**src/rtl/issue_config.svh**
```systemverilog
`ifndef ISSUE_CONFIG_SVH
`define ISSUE_CONFIG_SVH

// number of issue queue entries
`define ISSUE_DEPTH 4

// physical register tag width
`define TAG_W 6

// age counter width, must hold 0 .. ISSUE_DEPTH
`define AGE_W 3

// cycles from issue to the destination tag wakeup
`define EXEC_LAT 2

`endif
```
**src/rtl/issue_pkg.sv**
```systemverilog
`default_nettype none

`include "issue_config.svh"

package issue_pkg;

    typedef logic [`TAG_W-1:0] tag_t;

    typedef logic [`AGE_W-1:0] age_t;  // 0 marks an empty entry

    // what execution needs from the op
    typedef struct packed {
        logic [5:0] opcode;
        logic [9:0] imm;
    } uop_payload_t;

    typedef struct packed {
        tag_t         dest_tag;
        tag_t         src_tag;
        logic         src_ready;  // operand already available at dispatch
        uop_payload_t payload;
    } uop_t;

    typedef struct packed {
        tag_t         dest_tag;
        uop_payload_t payload;
    } issue_t;

    typedef enum logic [1:0] {
        IDLE,
        RUN,
        STALL,
        FLUSH
    } ctrl_state_t;

    typedef logic [`ISSUE_DEPTH-1:0] entry_mask_t;

endpackage

`default_nettype wire

```
**src/rtl/issue_queue_top.sv**
```systemverilog
`timescale 1ns/1ps
`default_nettype none

module issue_queue_top (
    input  logic              clk_i,
    input  logic              reset_i,
    input  logic              dispatch_i,
    input  issue_pkg::uop_t   dispatch_uop_i,
    input  logic              ext_wakeup_i,
    input  issue_pkg::tag_t   ext_wakeup_tag_i,
    input  logic              stall_i,
    input  logic              flush_i,
    output logic              issue_valid_o,
    output issue_pkg::issue_t issue_o,
    output logic              full_o,
    output logic              empty_o
);
    import issue_pkg::*;

    logic        issue_en;
    logic        clear;
    entry_mask_t occupied;
    entry_mask_t ready;
    entry_mask_t alloc_mask;
    entry_mask_t grant;
    logic        wb_valid;  // timer wakeup
    tag_t        wb_tag;

    issue_ctrl_fsm u_ctrl (
        .clk_i      (clk_i),
        .reset_i    (reset_i),
        .stall_i    (stall_i),
        .flush_i    (flush_i),
        .empty_i    (empty_o),
        .issue_en_o (issue_en),
        .clear_o    (clear),
        .state_o    ()
    );

    issue_latency_timer u_timer (
        .clk_i       (clk_i),
        .reset_i     (reset_i),
        .clear_i     (clear),
        .start_i     (issue_valid_o),
        .start_tag_i (issue_o.dest_tag),
        .wb_valid_o  (wb_valid),
        .wb_tag_o    (wb_tag)
    );

    issue_entry_array #(
        .payload_t (uop_payload_t)
    ) u_array (
        .clk_i          (clk_i),
        .reset_i        (reset_i),
        .clear_i        (clear),
        .alloc_i        (dispatch_i),
        .alloc_uop_i    (dispatch_uop_i),
        .wake_a_valid_i (wb_valid),
        .wake_b_valid_i (ext_wakeup_i),
        .wake_a_tag_i   (wb_tag),
        .wake_b_tag_i   (ext_wakeup_tag_i),
        .grant_i        (grant),
        .occupied_o     (occupied),
        .ready_o        (ready),
        .alloc_mask_o   (alloc_mask),
        .issue_valid_o  (issue_valid_o),
        .issue_o        (issue_o),
        .full_o         (full_o),
        .empty_o        (empty_o)
    );

    issue_age_tracker u_age (
        .clk_i        (clk_i),
        .reset_i      (reset_i),
        .clear_i      (clear),
        .issue_en_i   (issue_en),
        .occupied_i   (occupied),
        .ready_i      (ready),
        .alloc_mask_i (alloc_mask),
        .grant_o      (grant)
    );

endmodule

`default_nettype wire

```
**src/rtl/issue_age_tracker.sv**
```systemverilog
`timescale 1ns/1ps
`default_nettype none

`include "issue_config.svh"

module issue_age_tracker (
    input  logic                   clk_i,
    input  logic                   reset_i,
    input  logic                   clear_i,
    input  logic                   issue_en_i,
    input  issue_pkg::entry_mask_t occupied_i,
    input  issue_pkg::entry_mask_t ready_i,
    input  issue_pkg::entry_mask_t alloc_mask_i,
    output issue_pkg::entry_mask_t grant_o
);
    import issue_pkg::*;

    age_t        age_q [`ISSUE_DEPTH];  // 1 = youngest, 0 = empty
    age_t        best_age;
    entry_mask_t cand;
    entry_mask_t sel;
    logic        alloc_any;
    logic        grant_any;

    // oldest ready entry, strict compare keeps the lowest index on a tie
    always_comb begin
        cand     = ready_i & occupied_i;
        best_age = '0;
        sel      = '0;
        for (int k = 0; k < `ISSUE_DEPTH; k++) begin
            if (cand[k] && (age_q[k] > best_age)) begin
                best_age = age_q[k];
                sel      = '0;
                sel[k]   = 1'b1;
            end
        end
        grant_o = (issue_en_i && (best_age != '0)) ? sel : '0;
    end

    assign alloc_any = |alloc_mask_i;
    assign grant_any = |grant_o;

    // ages stay a dense 1..n over the occupied entries
    always_ff @(posedge clk_i) begin
        if (reset_i || clear_i) begin
            for (int k = 0; k < `ISSUE_DEPTH; k++) begin
                age_q[k] <= '0;
            end
        end else begin
            for (int k = 0; k < `ISSUE_DEPTH; k++) begin
                if (alloc_mask_i[k]) begin
                    age_q[k] <= age_t'(1);  // newest op
                end else if (grant_o[k] || !occupied_i[k]) begin
                    age_q[k] <= '0;
                end else begin
                    // everyone ages on dispatch, older ones close the gap on issue
                    age_q[k] <= age_q[k] + age_t'(alloc_any)
                                - age_t'(grant_any && (age_q[k] > best_age));
                end
            end
        end
    end

    for (genvar i = 0; i < `ISSUE_DEPTH; i++) begin : g_age_chk
        for (genvar j = i + 1; j < `ISSUE_DEPTH; j++) begin : g_pair
            a_age_unique: assert property (@(posedge clk_i) disable iff (reset_i)
                (occupied_i[i] && occupied_i[j]) |-> (age_q[i] != age_q[j]))
                else $error("entries %0d and %0d share an age", i, j);
        end
    end

endmodule

`default_nettype wire

```
**src/rtl/issue_entry_array.sv**
```systemverilog
`timescale 1ns/1ps
`default_nettype none

`include "issue_config.svh"

module issue_entry_array #(
    parameter type payload_t = issue_pkg::uop_payload_t
) (
    input  logic                   clk_i,
    input  logic                   reset_i,
    input  logic                   clear_i,
    input  logic                   alloc_i,
    input  issue_pkg::uop_t        alloc_uop_i,
    input  logic                   wake_a_valid_i,
    input  logic                   wake_b_valid_i,
    input  issue_pkg::tag_t        wake_a_tag_i,
    input  issue_pkg::tag_t        wake_b_tag_i,
    input  issue_pkg::entry_mask_t grant_i,
    output issue_pkg::entry_mask_t occupied_o,
    output issue_pkg::entry_mask_t ready_o,
    output issue_pkg::entry_mask_t alloc_mask_o,
    output logic                   issue_valid_o,
    output issue_pkg::issue_t      issue_o,
    output logic                   full_o,
    output logic                   empty_o
);
    import issue_pkg::*;

    entry_mask_t occupied_q;
    entry_mask_t src_rdy_q;
    tag_t        dest_tag_q [`ISSUE_DEPTH];
    tag_t        src_tag_q  [`ISSUE_DEPTH];
    payload_t    payload_q  [`ISSUE_DEPTH];

    entry_mask_t free_mask;   // lowest free slot, one-hot
    entry_mask_t wake_hit;
    logic        alloc_hit;   // incoming op woken in its dispatch cycle
    logic        issue_valid_q;
    issue_t      issue_d;
    issue_t      issue_q;

    // scan from the top so the lowest free index wins
    always_comb begin
        free_mask = '0;
        for (int k = `ISSUE_DEPTH - 1; k >= 0; k--) begin
            if (!occupied_q[k]) begin
                free_mask    = '0;
                free_mask[k] = 1'b1;
            end
        end
    end

    assign alloc_mask_o = (alloc_i && !full_o) ? free_mask : '0;  // drop under full

    // two independent match ports, timer and external producer
    always_comb begin
        for (int k = 0; k < `ISSUE_DEPTH; k++) begin
            wake_hit[k] = occupied_q[k] &&
                          ((wake_a_valid_i && (wake_a_tag_i == src_tag_q[k])) ||
                           (wake_b_valid_i && (wake_b_tag_i == src_tag_q[k])));
        end
        alloc_hit = (wake_a_valid_i && (wake_a_tag_i == alloc_uop_i.src_tag)) ||
                    (wake_b_valid_i && (wake_b_tag_i == alloc_uop_i.src_tag));
    end

    // grant is one-hot, so an OR over the slots is the read mux
    always_comb begin
        issue_d = '0;
        for (int k = 0; k < `ISSUE_DEPTH; k++) begin
            if (grant_i[k]) begin
                issue_d.dest_tag = dest_tag_q[k];
                issue_d.payload  = uop_payload_t'(payload_q[k]);
            end
        end
    end

    always_ff @(posedge clk_i) begin
        if (reset_i || clear_i) begin
            occupied_q    <= '0;
            issue_valid_q <= 1'b0;
        end else begin
            occupied_q    <= (occupied_q & ~grant_i) | alloc_mask_o;  // free on issue
            issue_valid_q <= |grant_i;
        end
    end

    always_ff @(posedge clk_i) begin
        issue_q <= issue_d;
        for (int k = 0; k < `ISSUE_DEPTH; k++) begin
            if (alloc_mask_o[k]) begin
                dest_tag_q[k] <= alloc_uop_i.dest_tag;
                src_tag_q[k]  <= alloc_uop_i.src_tag;
                payload_q[k]  <= payload_t'(alloc_uop_i.payload);
                src_rdy_q[k]  <= alloc_uop_i.src_ready || alloc_hit;
            end else if (wake_hit[k]) begin
                src_rdy_q[k]  <= 1'b1;
            end
        end
    end

    assign occupied_o    = occupied_q;
    assign ready_o       = occupied_q & src_rdy_q;  // ready the cycle after write or wakeup
    assign issue_valid_o = issue_valid_q;
    assign issue_o       = issue_q;
    assign full_o        = &occupied_q;
    assign empty_o       = ~|occupied_q;

    a_no_alloc_full: assert property (@(posedge clk_i) disable iff (reset_i)
        alloc_i |-> !full_o)
        else $error("dispatch while queue full, op dropped");

    a_grant_legal: assert property (@(posedge clk_i) disable iff (reset_i)
        $onehot0(grant_i) && ((grant_i & ~ready_o) == '0))
        else $error("grant not one-hot or on a non-ready entry");

endmodule

`default_nettype wire

```
**src/rtl/issue_latency_timer.sv**
```systemverilog
`timescale 1ns/1ps
`default_nettype none

`include "issue_config.svh"

module issue_latency_timer (
    input  logic            clk_i,
    input  logic            reset_i,
    input  logic            clear_i,
    input  logic            start_i,
    input  issue_pkg::tag_t start_tag_i,
    output logic            wb_valid_o,
    output issue_pkg::tag_t wb_tag_o
);
    import issue_pkg::*;

    // one stage per execution cycle, so EXEC_LAT ops can be in flight
    logic [`EXEC_LAT-1:0] valid_q;
    tag_t                 tag_q [`EXEC_LAT];

    always_ff @(posedge clk_i) begin
        if (reset_i || clear_i) begin
            valid_q <= '0;  // flushed ops must never wake anything
        end else begin
            valid_q[0] <= start_i;
            for (int s = 1; s < `EXEC_LAT; s++) begin
                valid_q[s] <= valid_q[s-1];
            end
        end
    end

    // tags just follow their valid bits
    always_ff @(posedge clk_i) begin
        tag_q[0] <= start_tag_i;
        for (int s = 1; s < `EXEC_LAT; s++) begin
            tag_q[s] <= tag_q[s-1];
        end
    end

    assign wb_valid_o = valid_q[`EXEC_LAT-1];  // last stage broadcasts
    assign wb_tag_o   = tag_q[`EXEC_LAT-1];

endmodule

`default_nettype wire

```
**src/rtl/issue_ctrl_fsm.sv**
```systemverilog
`timescale 1ns/1ps
`default_nettype none

module issue_ctrl_fsm (
    input  logic                   clk_i,
    input  logic                   reset_i,
    input  logic                   stall_i,
    input  logic                   flush_i,
    input  logic                   empty_i,
    output logic                   issue_en_o,
    output logic                   clear_o,
    output issue_pkg::ctrl_state_t state_o
);
    import issue_pkg::*;

    ctrl_state_t state_q;
    ctrl_state_t state_d;

    always_comb begin
        state_d = state_q;
        case (state_q)
            IDLE: begin
                if (!empty_i) begin
                    state_d = stall_i ? STALL : RUN;  // first op arrived
                end
            end
            RUN: begin
                if (stall_i) begin
                    state_d = STALL;
                end
            end
            STALL: begin
                if (!stall_i) begin
                    state_d = RUN;  // execution accepts ops again
                end
            end
            FLUSH: begin
                state_d = IDLE;  // single cycle flush
            end
            default: begin
                state_d = IDLE;
            end
        endcase

        // flush wins over everything else
        if (flush_i) begin
            state_d = FLUSH;
        end
    end

    always_ff @(posedge clk_i) begin
        if (reset_i) begin
            state_q <= IDLE;
        end else begin
            state_q <= state_d;
        end
    end

    // stall and flush are also honoured in the cycle they arrive
    assign issue_en_o = (state_q == RUN) && !stall_i && !flush_i;
    assign clear_o    = (state_q == FLUSH);
    assign state_o    = state_q;

    a_en_clear_excl: assert property (@(posedge clk_i) disable iff (reset_i)
        !(issue_en_o && clear_o))
        else $error("issue enable and clear high together");

endmodule

`default_nettype wire

```
**config.mk**
```make
export PLATFORM = sky130hd
export DESIGN_NAME = issue_queue_top
export DESIGN_NICKNAME = d
export VERILOG_FILES = /design/src/rtl/issue_pkg.sv /design/src/rtl/issue_queue_top.sv /design/src/rtl/issue_age_tracker.sv /design/src/rtl/issue_entry_array.sv /design/src/rtl/issue_latency_timer.sv /design/src/rtl/issue_ctrl_fsm.sv
export VERILOG_INCLUDE_DIRS = /design/src /design/src/rtl
export SDC_FILE = /design/constraint.sdc
export NUM_CORES = 1
export LEC_CHECK = 0
export BUFFER_PORTS_ARGS = -buffer_cell sky130_fd_sc_hd__buf_2
export CAP_MARGIN = 20
export CORE_MARGIN = 5
export CORE_UTILIZATION = 64
export DETAILED_ROUTE_END_ITERATION = 10
export GPL_TIMING_DRIVEN = 0
export PLACE_DENSITY = 0.92
export SYNTH_ARGS = -nofsm -noshare
export SYNTH_HDL_FRONTEND = slang
export SYNTH_SLANG_ARGS = --single-unit
```
**constraint.sdc**
```tcl
create_clock -name clk_i -period 12 [get_ports clk_i]
set_clock_uncertainty 0.1 [all_clocks]
set_input_delay 1.8 -clock clk_i [delete_from_list [all_inputs] [get_ports clk_i]]
set_output_delay 1.8 -clock clk_i [all_outputs]
set_load 0.02 [all_outputs]
```
* Yosys cells after proc, flatten, opt, wreduce, memory -nomap -nowiden
Memory sizes are Yosys's and may differ from the RTL's.
Index checks and enable logic that the tools add are counted.
** Word-level totals
- Flip-flop bits (word level) :: 35
- RAM bits :: 136
- Word-level logic and storage cells :: 251
- Memories :: 5
** Cells by class
- Add/sub/neg operators :: 8
- Order comparisons :: 8
- Equal/unequal tests :: 16
- Multiplexer cells :: 121
- Bitwise operators :: 17
- Reduce and logical (&&, ||, !) cells :: 65
** Memory list
- u_array.payload_q :: depth 4, bits a word 16, read ports 4, clocked after Yosys merged registers in 0, write ports 1, RTL line issue_entry_array.sv:33 : payload_t payload_q [`ISSUE_DEPTH];
- u_array.dest_tag_q :: depth 4, bits a word 6, read ports 4, clocked after Yosys merged registers in 0, write ports 1, RTL line issue_entry_array.sv:31 : tag_t dest_tag_q [`ISSUE_DEPTH];
- u_array.src_tag_q :: depth 4, bits a word 6, read ports 4, clocked after Yosys merged registers in 0, write ports 1, RTL line issue_entry_array.sv:32 : tag_t src_tag_q [`ISSUE_DEPTH];
- u_age.age_q :: depth 4, bits a word 3, read ports 4, clocked after Yosys merged registers in 0, write ports 4, RTL line issue_age_tracker.sv:18 : age_t age_q [`ISSUE_DEPTH];
- u_timer.tag_q :: depth 2, bits a word 6, read ports 2, clocked after Yosys merged registers in 0, write ports 2, RTL line issue_latency_timer.sv:19 : tag_t tag_q [`EXEC_LAT];
** Operators with widths (number)
- 22-bit two-way mux :: 4
- 1-bit two-way mux :: 68
- 6-bit == test :: 10
- 3-bit two-way mux :: 17
- 16-bit two-way mux :: 3
- 16-bit OR reduction :: 3
- 6-bit two-way mux :: 6
- 6-bit OR reduction :: 6
- 2-bit two-way mux :: 15
- 4-bit two-way mux :: 7
- 1-bit logical AND :: 26
- 3-bit > comparator :: 7
- 3-bit by 1-bit adder with 3-bit output :: 4
- 4-bit bitwise AND :: 3
- 1-bit OR :: 12
- 4-bit OR reduction :: 3
- 3-bit by 1-bit subtractor with 3-bit output :: 4
- 1-bit logical OR :: 11
- 1-bit zero test :: 8
- 2-bit one-hot mux with 4 select lines :: 1
- 2-bit nonzero test :: 4
- 3-bit != test (second input constant) :: 2
- 2-bit == test (second input constant) :: 2
- 4-bit inverter :: 1
- other kinds (8) :: 8

* Depth between registers and ports, before layout
Gate-level depths: netlist of the first run.
- Word-level depth :: 23
- Gate-level depth with buffers :: 39

* Hierarchy
From an unflattened synthesis of the first run, not the netlist that was laid out.
** Unflattened totals
- Cell total of the unflattened synthesis :: 614
- Area, all modules :: 7782.5 sq um
** By module, submodules not included
- issue_entry_array :: instances 1, cells each 388, area each 5654.2 sq um, seq. area each 4023.9 sq um
- issue_age_tracker :: instances 1, cells each 195, area each 1695.4 sq um, seq. area each 360.3 sq um
- issue_latency_timer :: instances 1, cells each 22, area each 340.3 sq um, seq. area each 280.3 sq um
- issue_ctrl_fsm :: instances 1, cells each 9, area each 92.6 sq um, seq. area each 40.0 sq um

* Worst setup path before layout of the first run
OpenSTA, ideal clock, no wires.
- Kind :: register -> register
- Start :: mem u_age.age_q[0][1] (netlist name)
- End :: mem u_age.age_q[0][8] (netlist name) (data pin)
- Library setup time :: 0.267 ns
- Arrival :: 7.025 ns
- Data required time :: 11.633 ns
- Slack :: 4.608 ns
- Stages on the path, launching flop included :: 36
- Path buffers :: 2
- Clock period less this slack :: 7.392 ns
- Cell sequence :: edfxtp_1 > and3_1 > inv_1 > ha_1 > nor2b_4 > o311ai_4 > nor2_1 > o21a_1 > ha_1 > nand2_1 > a211oi_1 > or3_1 > buf_2 > nor2_1 > a21oi_1 > ha_1 > nor2b_1 > o31ai_1 > maj3_1 > o2bb2ai_1 > nand2_1 > clkbuf_1 > o21ai_0 > ha_1 > nor2_1 > nor2_1 > a221oi_1 > o2bb2ai_1 > a21oi_1 > ha_1 > inv_1 > ha_1 > fa_1 > xnor2_1 > xnor2_1 > nor2_1
** RTL lines (RTL line)
- start, declared :: issue_age_tracker.sv:18

==> flow_metrics.tcl, run 1 <==
set metrics [dict create \
    power_frac_comb 0.089 \
    synthesis.area_um2 7950 \
    finalInstanceArea_um2 9190 \
    synth_fa_ha_area_frac 0.0425 \
    setup_violations 0 \
    drive_gt1_frac 0.179 \
    synth.distinct_cells 66 \
    initial_utilization 0.657 \
    root_buffer "clkbuf_16" \
    critPathLaunchType "register" \
    holdBufCountCts 0 \
    postPlaceCellArea_um2 8580 \
    path_buf_inv 4 \
    ir_worst_vdd_mv 0.146 \
    max_freq_ghz 0.105 \
    maxCapViolations 0 \
    hold_viol_final 0 \
    rsz0062_at_grt "false" \
    cp_max_fo 10 \
    avgSynthCellArea_um2 11.9 \
    instances_no_fill 945 \
    wire_per_inst_um 20.7 \
    coreArea_um2 12100 \
    synthSimpleGateAreaFrac 0.131 \
    final_cell_mix "128 x edfxtp_1, 75 x nand2_1, 61 x buf_2, 54 x nand3_1, 43 x dfxtp_1" \
    synth-edff-count 128 \
    critPathKind "reg2reg" \
    rows 40 \
    hpwl_um 13000 \
    insertion_delay_ns 0.43 \
    slew_headroom 0.310 \
    internal-power_mw 1.02 \
    place_congestion 0.968 \
    muxShareOfSynthArea 0.00268 \
    vias_per_cell 6.24 \
    final_common_cell "edfxtp_1" \
    drt_iter0_drc 632 \
    period_share 0.791 \
    ioPinCount 66 \
    layout.nets 828 \
    htreeDepth 4 \
    grtUsageMet3 0.0583 \
    crit_family "compound AO/OA/AOI/OAI gates" \
    worst_pin_slew_ns 1.03 \
    dp.cells 913 \
    antenna_left 0 \
    setup-tns-final_ns 0 \
    diodes 0 \
    synth_compound_area_frac 0.116 \
    vias 5898 \
    final_max_slew_viol_count 0 \
    grt_pass1_vias 6023 \
    power.density_nw_per_um2 147 \
    cts_tree "yes" \
    syn_inst 671 \
    fp.dieArea_um2 14800 \
    routed_wl_um 19600 \
    async_flop_share 0 \
    groute.usage.overall 0.276 \
    cts.sinks 171 \
    p_leak_nw 3.35 \
    grt_use_met2 0.457 \
    endpoint_kind "register" \
    numCtsBuffers 17 \
    pwr-share-clk 0.419 \
    post-route-min-period_ns 9.49 \
    die_x_um 121 \
    grt_max_degree 32 \
    die_h_um 121 \
    synth_xor_area_frac 0.0782 \
    clockBufferDepth 2 \
    cts_setup_buffers 0 \
    gr-usage-met1 0.346 \
    fillCellCount 733 \
    post-route-drc-count 0 \
    antenna_found_initial 0 \
    synth_top_family_by_area "simple AND/OR/NAND/NOR gates" \
    io_buffer_count 59 \
    yosys_warnings 0 \
    syn_to_final_growth_pct 15.6 \
    synth_seq_cells 171 \
    synthFlopType "edfxtp_1" \
    netSwitchingFraction 0.246 \
    slowest_delay_ns 0.63 \
    cp_data_arrival_time_ns 9.56 \
    final_util 0.759 \
    slowest_stage "o21ai_0" \
    cp_data_required_time_ns 12.07 \
    p_seq_frac 0.492 \
    first_pass_iters 5 \
    hold_path.class "reg2reg" \
    grt_pass1_wl_um 30800 \
    cts_resized 0 \
    seq_area_frac_synth 0.592 \
    status "complete, no violations" \
    clk_pin_slew_ns 0.07 \
    busiest_layer "met2" \
    gr-total-overflow 0 \
    p_switching_mw 0.332 \
]
==> state kept, by name, indices dropped and copies added, names as in the netlist <==
signal                 flops
u_array.payload_q         64
u_array.dest_tag_q        24
u_array.src_tag_q         24
u_array.issue_o           22
u_age.age_q               12
u_timer.tag_q             12
u_array.occupied_o         4
u_array.src_rdy_q          4
u_ctrl.state_o             2
u_timer.valid_q            2
u_array.issue_valid_o      1
==> metrics by stage <==
| step | hold WS (ns) | total power, mW | worst slack (ns) |
|---|---|---|---|
| after CTS | 0.233 | 1.35 | 2.64 |
| after floorplan | 0.210 | 0.753 | 4.61 |
| final | 0.232 | 1.35 | 2.51 |
| after detailed placement | 0.219 | 0.792 | 2.76 |
| after global placement | 0.211 | 0.782 | 3.11 |
| after global routing | 0.243 | 1.40 | 2.05 |
==> power by group through the flow <==
stage          registers (mW)  clock network [mW]  logic, mW
6_report                0.665               0.567      0.120
5_1_grt                 0.665               0.601      0.129
4_1_cts                 0.664               0.566      0.117
3_5_place_dp            0.677                   0      0.115
3_3_place_gp            0.676                   0      0.106
2_1_floorplan           0.675                   0     0.0780
==> final timing paths <==
path,from,end,slack (ns),cells after the start
max,u_array.occupied_o[0],u_age.age_q[0][8],2.51,35
min,u_timer.tag_q[0][3],u_timer.tag_q[0][9],0.23,0
min reg2reg,u_timer.tag_q[0][3],u_timer.tag_q[0][9],0.23,0
max reg2reg,u_array.occupied_o[0],u_age.age_q[0][8],2.51,35
==> routing by layer <==
metal,vias to the layer above,wire [µm]
met1,2822,7330
met4,0,698
met3,71,1770
li1,2625,-
met5,-,0
met2,380,9810
==> synthesized netlist by cell type, drive strengths merged, types with 4 or more instances <==
| cell type | instances | area (µm²) |
|---|---|---|
| edfxtp | 128 | 3840 |
| nand2 | 75 | 282 |
| nand3 | 54 | 270 |
| dfxtp | 43 | 861 |
| xnor2 | 40 | 350 |
| a21oi | 31 | 234 |
| clkbuf | 31 | 116 |
| xor2 | 31 | 272 |
| inv | 28 | 105 |
| nor2 | 28 | 108 |
| o211ai | 24 | 180 |
| o21ai | 22 | 110 |
| ha | 19 | 238 |
| nor4 | 14 | 93.8 |
| nand4 | 10 | 62.6 |
| nor3 | 9 | 50.1 |
| a211oi | 8 | 60.1 |
| buf | 8 | 72.6 |
| nand2b | 6 | 37.5 |
| nor2b | 5 | 38.8 |
| a31oi | 4 | 40.0 |
| and2 | 4 | 25.0 |
| fa | 4 | 80.1 |
==> worst reg2reg max path, delay by kind of cell, from the launching register on <==
family          cells  cell delay, ns
buf+inv             4            1.00
fa+ha+maj           8            2.50
simple gates       11            2.31
xor+xnor            2            0.36
flops               1            0.32
compound gates     10            2.65
==> layout make-up <==
cell class	instances	area, µm²	share of cell area
plain buffers	39	189	0.0206
clock inverters	14	169	0.0184
well taps	168	210	0.0229
flip-flops and latches	171	4700	0.512
clock buffers	18	439	0.0478
repair buffers	63	357	0.0388
multi-input cells	443	3010	0.328
inverters	29	109	0.0118
==> kinds of logic after synthesis <==
kind of cell,count (synthesis)
flops,171
mux,2
simple gates,215
other cells,1
compound gates,118
fa+ha+maj,25
buf+inv,68
xor+xnor,71
Power figures use the tool's default switching activity.
==> run 2: changes to the inputs <==
--- a/config.mk
+++ b/config.mk
@@ -9,10 +9,10 @@
 export BUFFER_PORTS_ARGS = -buffer_cell sky130_fd_sc_hd__buf_2
 export CAP_MARGIN = 20
 export CORE_MARGIN = 5
-export CORE_UTILIZATION = 64
+export CORE_UTILIZATION = 60
 export DETAILED_ROUTE_END_ITERATION = 10
 export GPL_TIMING_DRIVEN = 0
-export PLACE_DENSITY = 0.92
+export PLACE_DENSITY = 0.87
 export SYNTH_ARGS = -nofsm -noshare
 export SYNTH_HDL_FRONTEND = slang
 export SYNTH_SLANG_ARGS = --single-unit
==> constraint.sdc (replaced) <==
create_clock -name clk_i -period 9.4 [get_ports clk_i]
set_clock_uncertainty 0.1 [all_clocks]
set_input_delay 1.41 -clock clk_i [delete_from_list [all_inputs] [get_ports clk_i]]
set_output_delay 1.41 -clock clk_i [all_outputs]
set_load 0.02 [all_outputs]
==> flow_metrics.tcl, run 2 (synthesis gave the netlist of run 1 again) <==
set metrics [dict create \
    status "complete, no violations" \
    antenna_left 0 \
    antenna_found_initial 1 \
    clk_pin_slew_ns 0.07 \
    final_common_cell "edfxtp_1" \
    cp_data_arrival_time_ns 8.67 \
    setup_violations 0 \
    reg2regPathDepth 36 \
    die_h_um 125 \
    place_congestion 0.980 \
    p_seq_frac 0.503 \
    final_max_slew_viol_count 0 \
    power_frac_comb 0.089 \
    p_leak_nw 3.35 \
    drive_gt1_frac 0.184 \
    final_cell_mix "128 x edfxtp_1, 75 x nand2_1, 61 x buf_2, 54 x nand3_1, 43 x dfxtp_1" \
    cts_tree "yes" \
    largest_register "u_array.payload_q" \
    slew_headroom 0.382 \
    groute.usage.overall 0.240 \
    maxCapViolations 0 \
    vias_per_cell 5.93 \
    largest_reg_flops 64 \
    period_share 0.915 \
    fp.dieArea_um2 15700 \
    grt_pass1_vias 5933 \
    post-route-min-period_ns 8.60 \
    holdBufCountCts 0 \
    clockBufferDepth 2 \
    root_buffer "clkbuf_16" \
    grt_max_degree 32 \
    grt_pass1_wl_um 29600 \
    coreArea_um2 13100 \
    reg2reg_slack_ns 0.80 \
    numCtsBuffers 17 \
    layout.nets 829 \
    vias 5664 \
    gr-total-overflow 0 \
    hold_path.class "reg2reg" \
    rsz0062_at_grt "false" \
    critPathKind "reg2reg" \
    initial_utilization 0.605 \
    die_x_um 125 \
    slowest_delay_ns 0.47 \
    drt_iter0_drc 514 \
    cp_max_fo 10 \
    netSwitchingFraction 0.249 \
    ioPinCount 66 \
    internal-power_mw 1.27 \
    cp_data_required_time_ns 9.47 \
    max_freq_ghz 0.116 \
    insertion_delay_ns 0.43 \
    htreeDepth 4 \
    rows 42 \
    io_buffer_count 59 \
    holdPathStages 0 \
    worst_pin_slew_ns 0.923 \
    setup-tns-final_ns 0 \
    p_switching_mw 0.420 \
    final_util 0.700 \
    first_pass_iters 5 \
    post-route-drc-count 0 \
    power.density_nw_per_um2 183 \
    largestRegisters "u_array.payload_q (64), u_array.dest_tag_q (24), u_array.src_tag_q (24)" \
    wire_per_inst_um 19.1 \
    hold_viol_final 0 \
    endpoint_kind "register" \
    routed_wl_um 18200 \
    hpwl_um 12200 \
    pwr-share-clk 0.408 \
    critPathLaunchType "register" \
    slowest_stage "edfxtp_1" \
    ir_worst_vdd_mv 0.169 \
    cts.sinks 171 \
    syn_to_final_growth_pct 15.7 \
]
## run 2: layer usage
layer	share of wire	vias to the layer above	GRT usage
met4	0.027	0	0.106
met2	0.50	298	0.399
met1	0.40	2695	0.304
met3	0.078	42	0.0537
met5	0	-	0
li1	-	2629	-
## run 2: repair_timing
action                                  in CTS  in global routing
endpoints found under the setup margin       0                  7
gates resized for setup                      0                  6
setup buffers                                0                  0
## run 2: cell type report
class                           instances  area [µm²]
Inverter                               29         109
Sequential cell                       171        4700
Clock inverter                         13         123
Antenna cell                            1        2.50
Clock buffer                           19         464
Fill cell                             878        3940
Multi-Input combinational cell        443        3020
Tap cell                              176         220
Timing Repair Buffer                   64         369
Buffer                                 39         191
## run 2: worst paths after layout
kind                       start                   to
min          u_timer.tag_q[0][2]  u_timer.tag_q[0][8]
min reg2reg  u_timer.tag_q[0][2]  u_timer.tag_q[0][8]
max            u_age.age_q[0][1]    u_age.age_q[0][8]
max reg2reg    u_age.age_q[0][1]    u_age.age_q[0][8]
## run 2: power by group through the flow
| stage | registers (mW) | logic (mW) | clock network [mW] |
|---|---|---|---|
| finish | 0.847 | 0.150 | 0.688 |
| global route | 0.849 | 0.165 | 0.724 |
| CTS | 0.847 | 0.148 | 0.690 |
| detailed placement | 0.863 | 0.146 | 0 |
| global placement | 0.863 | 0.136 | 0 |
| floorplan | 0.861 | 0.0996 | 0 |
## run 2: worst max-delay path, delay by kind of cell, from the launching register on
| family | cells | cell delay (ns) |
|---|---|---|
| xor+xnor | 2 | 0.36 |
| buf+inv | 4 | 0.70 |
| flops | 1 | 0.47 |
| compound gates | 11 | 2.30 |
| fa+ha+maj | 8 | 2.48 |
| simple gates | 11 | 1.90 |
## run 2: per-stage QoR
| step | instances | power, mW | hold WS (ns) | setup slack (ns) | area, µm² |
|---|---|---|---|---|---|
| 6_report | 955 | 1.69 | 0.229 | 0.796 | 9200 |
| 5_1_grt | 955 | 1.74 | 0.231 | 0.119 | 9200 |
| 4_1_cts | 954 | 1.68 | 0.229 | 0.367 | 9190 |
| 3_5_place_dp | 922 | 1.01 | 0.213 | 0.390 | 8600 |
| 3_3_place_gp | 917 | 0.999 | 0.211 | 0.666 | 8510 |
| 2_1_floorplan | 682 | 0.961 | 0.210 | 2.01 | 7990 |
==> run 3: changes to the inputs <==
--- a/config.mk
+++ b/config.mk
@@ -6,13 +6,14 @@
 export SDC_FILE = /design/constraint.sdc
 export NUM_CORES = 1
 export LEC_CHECK = 0
+export ABC_AREA = 1
 export BUFFER_PORTS_ARGS = -buffer_cell sky130_fd_sc_hd__buf_2
 export CAP_MARGIN = 20
 export CORE_MARGIN = 5
-export CORE_UTILIZATION = 60
+export CORE_UTILIZATION = 59
 export DETAILED_ROUTE_END_ITERATION = 10
 export GPL_TIMING_DRIVEN = 0
-export PLACE_DENSITY = 0.87
+export PLACE_DENSITY = 0.86
 export SYNTH_ARGS = -nofsm -noshare
 export SYNTH_HDL_FRONTEND = slang
 export SYNTH_SLANG_ARGS = --single-unit
==> flow_metrics.tcl, run 3 <==
set metrics [dict create \
    htreeDepth 4 \
    hold_start "u_timer.tag_q[0][5]" \
    cts_resized 0 \
    cts.sinks 171 \
    wire_per_inst_um 20.7 \
    fp.dieArea_um2 15400 \
    yosys-top-cells-count "128 x edfxtp_1, 116 x nand2_1, 92 x nand4_1, 73 x inv_1, 43 x dfxtp_1" \
    yosysTopAreaCell "edfxtp_1" \
    avgSynthCellArea_um2 11.1 \
    dr_wl_met2_um 10200 \
    cp_data_arrival_time_ns 6.75 \
    p_leak_nw 3.62 \
    synthesis.area_um2 7660 \
    root_buffer "clkbuf_16" \
    grt_pass1_wl_um 30700 \
    layout.nets 862 \
    setup_violations 0 \
    syn_inst 693 \
    drt_iter0_drc 727 \
    worst_pin_slew_ns 0.931 \
    vias_per_cell 6.28 \
    synth.distinct_cells 43 \
    synth_top_area_share 0.502 \
    route.met3.wl_um 1990 \
    setup-tns-final_ns 0 \
    wl_met1_um 7500 \
    fillCellCount 867 \
    slowest_stage "edfxtp_1" \
    endpoint_kind "register" \
    synth.area.top_cells "edfxtp_1 50%, dfxtp_1 11%, nand4_1 7.5%" \
    vias 6175 \
    grt_max_degree 21 \
    post-route-drc-count 0 \
    max_freq_ghz 0.150 \
    crit_start "u_age.age_q[0][1]" \
    insertion_delay_ns 0.44 \
    r2r-start "u_age.age_q[0][1]" \
    synth-edff-count 128 \
    routed_wl_um 20300 \
    rsz0062_at_grt "false" \
    synthFlopType "edfxtp_1" \
    ioPinCount 66 \
    async_flop_share 0 \
    top_layer_used "met4" \
    yosys_warnings 0 \
    largest_register "u_array.payload_q" \
    whs_ns 0.229 \
    cp_data_required_time_ns 9.49 \
    place_congestion 0.932 \
    final_max_slew_viol_count 0 \
    drive_gt1_frac 0.194 \
    gr-total-overflow 0 \
    finalPower_mw 1.73 \
    final_cell_mix "128 x edfxtp_1, 116 x nand2_1, 92 x nand4_1, 74 x buf_2, 73 x inv_1" \
    hold_viol_final 0 \
    syn_to_final_growth_pct 17.1 \
    slowest_delay_ns 0.46 \
    groute.usage.overall 0.270 \
    cts_tree "yes" \
    path_buf_inv 4 \
    critPathKind "reg2reg" \
    hold_path.class "reg2reg" \
    slew_headroom 0.374 \
    holdBufCountCts 0 \
    grt_pass1_vias 6090 \
    period_share 0.708 \
    initial_utilization 0.605 \
    worst_slack_ns 2.74 \
    pre_cts_ws_ns 2.84 \
    antenna_left 0 \
    cts_setup_buffers 0 \
    rows 41 \
    clockBufferDepth 2 \
    cp_common_cell "ha_1" \
    clk_pin_slew_ns 0.07 \
    final_common_cell "edfxtp_1" \
    largest_reg_flops 64 \
    power.density_nw_per_um2 193 \
    coreArea_um2 12700 \
    synth_most_common_cell "edfxtp_1" \
    cp_max_fo 8 \
    diodes 0 \
    synth_seq_cells 171 \
    critPathLaunchType "register" \
    post-route-min-period_ns 6.66 \
    ir_worst_vdd_mv 0.181 \
    crit_family "adder cells" \
    maxCapViolations 0 \
    first_pass_iters 6 \
    hpwl_um 13700 \
    antenna_found_initial 0 \
    die_h_um 124 \
    io_buffer_count 65 \
    numCtsBuffers 17 \
    die_x_um 124 \
    status "complete, no violations" \
    seq_area_frac_synth 0.614 \
    final_util 0.708 \
    largestRegisters "u_array.payload_q (64), u_array.dest_tag_q (24), u_array.src_tag_q (24)" \
]
==> run 3: cell types whose count changed after synthesis, moves of 8 or more <==
cell,delta
nand4_1,+82
nor4_1,-8
nand2_2,+8
nand3_1,-26
o22ai_1,+13
clkbuf_1,-23
xnor2_1,-34
nand2_1,+41
inv_1,+45
o211ai_1,-21
a21oi_2,-21
xor2_1,-26
==> run 3: worst paths after layout <==
check / slack, ns / to / depth (start not counted)
max: 2.74 / u_age.age_q[0][8] / 35
min: 0.23 / u_timer.tag_q[0][11] / 0
max reg2reg: 2.74 / u_age.age_q[0][8] / 35
min reg2reg: 0.23 / u_timer.tag_q[0][11] / 0
==> run 3: layer usage <==
layer / up-vias / global-route usage
met5: - / 0
li1: 2744 / -
met3: 70 / 0.0745
met4: 0 / 0.115
met2: 399 / 0.455
met1: 2962 / 0.327
==> run 3: worst reg2reg max path, delay by kind of cell (launching register included) <==
family | cells | cell delay, ns
xor gates and xnor gates | 2 | 0.35
buffers and inverters | 4 | 0.46
and+or+nand+nor | 17 | 1.57
adders and majority gates | 7 | 2.01
DFF | 1 | 0.46
AOI/OAI and AO/OA | 5 | 1.45
==> run 3: metrics by stage <==
stage / instances / area (µm²)
after CTS: 983 / 8970
after global routing: 983 / 8970
after detailed placement: 951 / 8390
after floorplan: 704 / 7700
final: 983 / 8970
after global placement: 941 / 8250
==> run 3: cell type report <==
class                      count  area, µm²  share of cell area
sequential                   171       4700               0.524
multi-input combinational    430       2580               0.288
clock buffer                  19        454              0.0506
timing repair buffer          75        454              0.0506
inverter                      80        300              0.0335
tap                          172        215              0.0240
buffer                        23        135              0.0151
clock inverter                13        129              0.0144
==> run 3: where the power goes <==
group	switching (mW)	total (mW)	internal (mW)
combinational	0.135	0.195	0.0603
clock	0.313	0.680	0.366
sequential	0.0139	0.855	0.841
total	0.462	1.73	1.27
==> run 3: cells by family (layout without fill, tap and decap cells) <==
| group | count (synthesis) | in the layout | share of synthesized area |
|---|---|---|---|
| xor gates and xnor gates | 11 | 11 | 0.0126 |
| and+or+nand+nor | 304 | 304 | 0.204 |
| DFF | 171 | 171 | 0.614 |
| adders and majority gates | 23 | 23 | 0.0415 |
| buffers and inverters | 103 | 210 | 0.0568 |
| other | 1 | 12 | 0.000489 |
| AOI/OAI and AO/OA | 80 | 80 | 0.0707 |
